==> config.mk <==
export PLATFORM = sky130hd
export DESIGN_NAME = task_unit
export DESIGN_NICKNAME = d
export VERILOG_FILES = /design/src/design/task_pkg.sv /design/src/design/tq_pkg.sv /design/src/design/task_dispatch.sv /design/src/design/task_heap.sv /design/src/design/task_unit.sv
export VERILOG_INCLUDE_DIRS = /design/src /design/src/design
export SDC_FILE = /design/constraint.sdc
export NUM_CORES = 1
export LEC_CHECK = 0
export BUFFER_PORTS_ARGS = -buffer_cell sky130_fd_sc_hd__buf_4
export CAP_MARGIN = 20
export CORE_ASPECT_RATIO = 0.9
export CORE_MARGIN = 2
export CORE_UTILIZATION = 59
export CTS_CLUSTER_DIAMETER = 120
export CTS_CLUSTER_SIZE = 14
export DETAILED_ROUTE_END_ITERATION = 7
export HOLD_SLACK_MARGIN = 0.1
export PLACE_DENSITY_LB_ADDON = 0.3
export SLEW_MARGIN = 10
export SYNTH_ARGS = -nofsm -noshare
export SYNTH_HDL_FRONTEND = slang
export SYNTH_HIERARCHICAL = 1
export SYNTH_SLANG_ARGS = --single-unit
==> constraint.sdc <==
create_clock -name clk -period 15.06 [get_ports clk]
set_clock_uncertainty 0.15 [all_clocks]
set_input_delay 4.518 -clock clk [delete_from_list [all_inputs] [get_ports clk]]
set_output_delay 4.518 -clock clk [all_outputs]
set_load 0.02 [all_outputs]
==> src/design/task_unit_config.svh <==
//##########################################################
// build-time sizing of the task unit: heap depth, task types
// and field widths; include before the packages and modules
//##########################################################

`ifndef TASK_UNIT_CONFIG_SVH
`define TASK_UNIT_CONFIG_SVH

// heap levels, heap holds (1 << TQ_STAGES) - 1 tasks
`define TQ_STAGES 4

// one read port and one output slot per task type
`define N_TASK_TYPES 4

// timestamp width, the only key the heap sorts on
`define TS_W 8

// locale carried along untouched
`define LOCALE_W 16

// must cover N_TASK_TYPES
`define TTYPE_W 2

`endif

==> src/design/task_pkg.sv <==
//##########################################################
// types of a task as it enters and leaves the task unit;
// imported by the heap, the dispatcher and the top level
//##########################################################

`include "task_unit_config.svh"

package task_pkg;

   // field types
   typedef logic [`TS_W-1:0]     ts_t;
   typedef logic [`LOCALE_W-1:0] locale_t;
   typedef logic [`TTYPE_W-1:0]  ttype_t;

   // task as handed out on a read port
   // type is implied by the port it leaves on
   typedef struct packed {
      ts_t     ts;
      locale_t locale;
   } task_t;

   // task as written and as held in the heap
   typedef struct packed {
      ttype_t  ttype;
      locale_t locale;
      ts_t     ts;
   } tq_elem_s;

endpackage

==> src/design/tq_pkg.sv <==
//##########################################################
// queue internals of the task heap: slot index, occupancy
// count and the heap FSM states
//##########################################################

`include "task_unit_config.svh"

package tq_pkg;

   // index of one heap slot, 0 is the root
   typedef logic [`TQ_STAGES-1:0] heap_idx_t;

   // number of tasks held, one bit wider than the index
   // so a full heap and child indices past the end both fit
   typedef logic [`TQ_STAGES:0] heap_occ_t;

   // IDLE: head valid, one insert or extract may start
   // SIFT_UP: new element climbs toward the root
   // SIFT_DOWN: moved element sinks toward the leaves
   typedef enum logic [1:0] {
      IDLE,
      SIFT_UP,
      SIFT_DOWN
   } heap_state_e;

endpackage

==> src/design/task_dispatch.sv <==
//##########################################################
// moves the heap head into a one-entry slot per task type
// and serves each slot on its own valid/ready read port
//##########################################################

`timescale 1ns/1ps

`include "task_unit_config.svh"

module task_dispatch
   import task_pkg::*;
(
   input  logic                         clk,
   input  logic                         rst,

   // heap head
   input  tq_elem_s                     head,
   input  logic                         head_valid,
   output logic                         pop,

   // read ports, one per task type
   output logic  [0:`N_TASK_TYPES-1]    m_rvalid,
   input  logic  [0:`N_TASK_TYPES-1]    m_rready,
   output task_t [0:`N_TASK_TYPES-1]    m_rdata
);

   // slot picked by the head's type
   ttype_t sel;
   logic   slot_free;

   assign sel = head.ttype;

   // empty, or handing its task out this same edge
   assign slot_free = !m_rvalid[sel] || m_rready[sel];

   // a busy slot stalls the head and every type behind it
   assign pop = head_valid && slot_free;

   // slot occupancy
   always_ff @(posedge clk) begin
      if (rst) begin
         m_rvalid <= '0;
      end else begin
         for (int t = 0; t < `N_TASK_TYPES; t++) begin
            if (pop && (sel == ttype_t'(t))) begin
               m_rvalid[t] <= 1'b1;
            end else if (m_rready[t]) begin
               m_rvalid[t] <= 1'b0;
            end
         end
      end
   end

   // slot payload, only loaded on pop so it holds during a stall
   always_ff @(posedge clk) begin
      for (int t = 0; t < `N_TASK_TYPES; t++) begin
         if (pop && (sel == ttype_t'(t))) begin
            m_rdata[t] <= '{ts: head.ts, locale: head.locale};
         end
      end
   end

   // stalled read port keeps its task
   for (genvar t = 0; t < `N_TASK_TYPES; t++) begin : g_stable
      a_rdata_stable: assert property (
         @(posedge clk) disable iff (rst)
         m_rvalid[t] && !m_rready[t] |=> $stable(m_rdata[t])
      );
   end

endmodule

==> src/design/task_heap.sv <==
//##########################################################
// binary min-heap of tasks keyed on timestamp, one insert or
// one extract at a time, one heap level per clock
//##########################################################

`timescale 1ns/1ps

`include "task_unit_config.svh"

module task_heap
   import task_pkg::*;
   import tq_pkg::*;
(
   input  logic     clk,
   input  logic     rst,

   // write side
   input  logic     s_wvalid,
   output logic     s_wready,
   input  tq_elem_s s_wdata,

   // head toward the dispatcher
   input  logic     pop,
   output tq_elem_s head,
   output logic     head_valid
);

   localparam heap_occ_t HEAP_SIZE = heap_occ_t'((1 << `TQ_STAGES) - 1);

   // element storage, minimum always at index 0
   tq_elem_s heap [0:HEAP_SIZE-1];

   heap_state_e state;
   heap_occ_t   occ;
   // element currently being sifted
   heap_idx_t   cur;

   logic      push;
   heap_idx_t wr_idx;
   heap_idx_t last_idx;

   // sift-up terms
   heap_idx_t parent;
   logic      up_swap;

   // sift-down terms
   heap_occ_t lchild;
   heap_occ_t rchild;
   heap_idx_t lidx;
   heap_idx_t ridx;
   logic      has_l;
   logic      has_r;
   heap_idx_t min_c;
   logic      min_c_inner;
   logic      down_swap;

   // head only counts once the heap has settled
   assign head       = heap[0];
   assign head_valid = (state == IDLE) && (occ != '0);

   // pop takes the cycle, a write must wait
   assign s_wready = (state == IDLE) && (occ != HEAP_SIZE) && !pop;
   assign push     = s_wvalid && s_wready;

   // new element lands after the last one
   assign wr_idx   = heap_idx_t'(occ);
   // last element refills the root on extract
   assign last_idx = heap_idx_t'(occ - 1'b1);

   always_comb begin
      // parent of cur, cur is never 0 in SIFT_UP
      parent  = (cur - 1'b1) >> 1;
      up_swap = (state == SIFT_UP) && (heap[cur].ts < heap[parent].ts);

      // children are 2*cur+1 and 2*cur+2
      lchild = {cur, 1'b1};
      rchild = lchild + 1'b1;
      lidx   = heap_idx_t'(lchild);
      ridx   = heap_idx_t'(rchild);
      // occ is already the post-pop count here
      has_l  = lchild < occ;
      has_r  = rchild < occ;

      // smaller child, left one on a tie
      if (has_r && (heap[ridx].ts < heap[lidx].ts)) begin
         min_c = ridx;
      end else begin
         min_c = lidx;
      end

      // swap target still has a child of its own
      min_c_inner = {min_c, 1'b1} < occ;
      down_swap   = (state == SIFT_DOWN) && has_l && (heap[min_c].ts < heap[cur].ts);
   end

   // control FSM
   always_ff @(posedge clk) begin
      if (rst) begin
         state <= IDLE;
         occ   <= '0;
         cur   <= '0;
      end else begin
         case (state)
            IDLE: begin
               if (pop) begin
                  occ   <= occ - 1'b1;
                  cur   <= '0;
                  state <= SIFT_DOWN;
               end else if (push) begin
                  occ <= occ + 1'b1;
                  cur <= wr_idx;
                  // first element is already the root
                  if (occ != '0) begin
                     state <= SIFT_UP;
                  end
               end
            end
            SIFT_UP: begin
               if (up_swap) begin
                  cur <= parent;
                  // reached the root, nothing left to compare
                  if (parent == '0) begin
                     state <= IDLE;
                  end
               end else begin
                  state <= IDLE;
               end
            end
            SIFT_DOWN: begin
               if (down_swap) begin
                  cur <= min_c;
                  // landed on a leaf, stop without another compare
                  if (!min_c_inner) begin
                     state <= IDLE;
                  end
               end else begin
                  state <= IDLE;
               end
            end
            default: begin
               state <= IDLE;
            end
         endcase
      end
   end

   // element moves, driven by the same FSM decisions
   always_ff @(posedge clk) begin
      case (state)
         IDLE: begin
            if (pop) begin
               heap[0] <= heap[last_idx];
            end else if (push) begin
               heap[wr_idx] <= s_wdata;
            end
         end
         SIFT_UP: begin
            if (up_swap) begin
               heap[parent] <= heap[cur];
               heap[cur]    <= heap[parent];
            end
         end
         SIFT_DOWN: begin
            if (down_swap) begin
               heap[min_c] <= heap[cur];
               heap[cur]   <= heap[min_c];
            end
         end
         default: begin
         end
      endcase
   end

   // dispatcher only pops a settled, non-empty heap
   a_pop_needs_head: assert property (
      @(posedge clk) disable iff (rst) pop |-> head_valid
   );

   // full heap blocks writes, so the count stays in range
   a_occ_range: assert property (
      @(posedge clk) disable iff (rst) occ <= HEAP_SIZE
   );

endmodule

==> src/design/task_unit.sv <==
//##########################################################
// task unit top level: one write port into a timestamp heap,
// one read port per task type out of the dispatcher
//##########################################################

`timescale 1ns/1ps

`include "task_unit_config.svh"

module task_unit
   import task_pkg::*;
(
   input  logic                         clk,
   input  logic                         rst,

   // write port
   input  logic                         s_wvalid,
   output logic                         s_wready,
   input  tq_elem_s                     s_wdata,

   // read ports
   output logic  [0:`N_TASK_TYPES-1]    m_rvalid,
   input  logic  [0:`N_TASK_TYPES-1]    m_rready,
   output task_t [0:`N_TASK_TYPES-1]    m_rdata
);

   // heap to dispatcher
   tq_elem_s head;
   logic     head_valid;
   logic     pop;

   // ordered storage
   task_heap heap_i (
      .clk        (clk),
      .rst        (rst),
      .s_wvalid   (s_wvalid),
      .s_wready   (s_wready),
      .s_wdata    (s_wdata),
      .pop        (pop),
      .head       (head),
      .head_valid (head_valid)
   );

   // per-type output slots
   task_dispatch dispatch_i (
      .clk        (clk),
      .rst        (rst),
      .head       (head),
      .head_valid (head_valid),
      .pop        (pop),
      .m_rvalid   (m_rvalid),
      .m_rready   (m_rready),
      .m_rdata    (m_rdata)
   );

endmodule

==> flow_summary.toml <==
[synthesis]
synth.yosys.seq_area_share_pct = 43.1
synthCells = 2595
synthXorXnorAreaFrac_pct = 0.277
ys_ff_latch = 505
synth-edff-count = 486
synth-compound-area-share_pct = 8.64
synth_top_family_by_area = "multiplexers"
ys_top_cells_by_area = "edfxtp_1 42%, mux4_2 23%, mux2_2 7.9%"
syn_nets = 2672
syn_avg_cell_area_um2 = 13.4
yosysWarnings = 6
synth_adder_area_share_pct = 1.58
synth_top_area_share_pct = 42.0
yosysTopAreaCell = "edfxtp_1"
synth-simple-area-share_pct = 5.98
synthArstFlopShare_pct = 0
synthDistinctLibCells = 78
synth_flop_cell = "edfxtp_1"
muxShareOfSynthArea_pct = 36.7
syn_area_mm2 = 0.0348

[worst_setup_path]
r2r_end = "heap_i/heap[3][0]"
slowest_delay_ns = 0.92
reg2reg_from = "heap_i/cur[0]"
crit_arrival_ns = 11.18
critPathSlowestCell = "mux2i_1"
crit_path_end_kind = "flip-flop"
r2r_slack_ns = 4.02
cp-startpoint = "heap_i/cur[0]"
critPathLaunchType = "flip-flop"
critPathKind = "reg -> reg"
critPathMostFrequentCell = "buf_4"
r2r_cells = 31
endpoint = "heap_i/heap[3][0]"
required_ns = 15.20
cp_max_fo = 47

[global_routing]
grt_pass1_wl_um = 163000
grt_usage_pct = 36.8
grt_max_degree = 93
overflow = 0
grt_pass1_vias = 24800
antenna_found_initial = 3

[floorplanning]
die_y_um = 234
die_w_um = 260
rows = 84
initial_core_util_pct = 59.6
dieArea_mm2 = 0.0609
ios = 134
core-area_mm2 = 0.0583

[timing]
setup_tns_ns = 0
final_max_slew_viol_count = 0
rsz0062_at_grt = "false"
fmax_mhz = 90.6
slew_headroom_pct = 24.7
holdWs_ns = 0.336
finalSetupViolCount = 0
finalHoldViolCount = 0
worstMarginPinSlew_ns = 1.13
fin_crit_sh_pct = 73.3
period_minus_slack_ns = 11.04

[placed_design]
dp_hpwl_um = 67700
numPortBuffers = 133
place.gp.congestion = 0.969

[detailed_routing]
drt-initial-drc-count = 3949
vias_per_cell = 7.56
avgRoutedWirePerCell_um = 33.1
drc_errors = 0
vias = 25500
wl_um = 112000
drt_first_pass_iters = 8
drtAntennaViolNets = 0

[cts]
clk_latency_ns = 0.60
clock_path_buffers = 3
cts_root_buf = "clkbuf_16"
tritoncts = "built"
clkSinkCount = 505
cts-buffers-inserted = 42
path_clk_slew_ns = 0.08
cts-resized-gates = 0
h-tree-depth = 2
cts_hold_buffers = 0
post_cts_buffers = 0

[cells_and_area]
num_antenna_cells = 0
final_layout_size_suffix_gt1_share_pct = 36.5
num-nets-final = 2666
area_growth_pct = 8.53

[min_path]
hp-class = "reg -> reg"

[status]
outcome = "finished clean"

[flow_run]
maxCapViolations = 0
[layer usage]
layer  vias to the layer above  GRT usage [%]  wire (µm)  part of all wire [%]
met3                       428           11.1      16700                    15
met2                      2203           55.6      50100                    45
met1                     12600           48.7      38500                    34
met4                         2           18.6       6390                   5.7
met5                         -              0         15                 0.013
li1                      10300              -          -                     -
[layout make-up]
| class | instances | area, µm² |
|---|---|---|
| Clock buffer | 57 | 1130 |
| Clock inverter | 3 | 48.8 |
| Fill cell | 4152 | 20600 |
| Inverter | 35 | 136 |
| Multi-Input combinational cell | 1794 | 18800 |
| Sequential cell | 505 | 15000 |
| Tap cell | 774 | 968 |
| Timing Repair Buffer | 211 | 1630 |
[worst max-delay path: cells and delay by family (launching register included)]
kind                       cells  cell delay (ns)
and+or+nand+nor                6             0.87
DFF                            1             0.65
muxes                          1             0.92
buffers and inverters          9             3.80
AOI/OAI and AO/OA             12             3.25
adders and majority gates      3             1.01
[sequential cells by signal, summed over array words and instances, names as in the netlist, named ones only]
signal and cells:
heap_i/occ 5, dispatch_i/m_rvalid 4, heap_i/state 2, heap_i/cur 4, dispatch_i/m_rdata 96, heap_i/heap 390
[cells in the final DEF, fill, tap and decap left out, types with 18 or more instances in the layout]
cell type    n
nor2_1      36
clkbuf_16   43
a21o_1      20
o21ai_4     18
nand2_1    328
mux2_2     243
buf_4      205
inv_1       31
a21oi_1     36
ha_1        43
edfxtp_1   486
mux4_2     354
o21ai_1     30
nor2b_1     18
mux2i_1    157
a211oi_1    48
o21ai_0    239
[worst min-delay path by stage]
stage / start / to / slack [ns] / cells past startpoint
after floorplan: heap_i/state[1] / heap_i/state[1] / 0.30 / 2
after global routing: heap_i/state[0] / heap_i/state[0] / 0.36 / 2
after detailed placement: heap_i/state[0] / heap_i/state[0] / 0.32 / 2
after global placement: heap_i/state[1] / heap_i/state[1] / 0.31 / 2
after CTS: heap_i/state[0] / heap_i/state[0] / 0.33 / 2
final: heap_i/state[0] / heap_i/state[0] / 0.34 / 2
[Yosys cell counts, drive strengths merged (2+ instances only)]
| library cell | number |
|---|---|
| a2111oi | 6 |
| a211o | 11 |
| a211oi | 60 |
| a21o | 20 |
| a21oi | 40 |
| a22oi | 2 |
| a311oi | 13 |
| a31oi | 5 |
| a32oi | 2 |
| a41oi | 2 |
| and2 | 18 |
| and3 | 14 |
| and4 | 2 |
| buf | 111 |
| clkbuf | 150 |
| dfxtp | 19 |
| edfxtp | 486 |
| ha | 44 |
| inv | 34 |
| mux2 | 266 |
| mux2i | 170 |
| mux4 | 354 |
| nand2 | 329 |
| nand2b | 8 |
| nand3 | 12 |
| nand3b | 3 |
| nand4 | 4 |
| nor2 | 39 |
| nor2b | 20 |
| nor3 | 11 |
| nor3b | 3 |
| o211ai | 8 |
| o21ai | 287 |
| o22ai | 2 |
| o31ai | 2 |
| o32ai | 3 |
| or2 | 4 |
| or3 | 3 |
| or4 | 2 |
| xnor2 | 7 |
| xor2 | 4 |
[stage by stage]
step	instances	area (µm²)	setup slack [ns]	utilization [%]
floorplan	2595	34800	4.35	-
global route	3379	37700	3.86	64.7
CTS	3370	37700	4.50	64.6
global placement	3309	36500	4.50	62.5
detailed placement	3310	36500	4.51	62.5
finish	3379	37700	4.02	64.7
[cell families after synthesis]
kind of cell               count (synthesis)
muxes                                    790
xor gates and xnor gates                  11
adders and majority gates                 44
DFF                                      505
AOI/OAI and AO/OA                        473
and+or+nand+nor                          476
buffers and inverters                    296
Power is not shown: default switching activity piles up to over one toggle a cycle in this logic, so the estimate is an artifact.
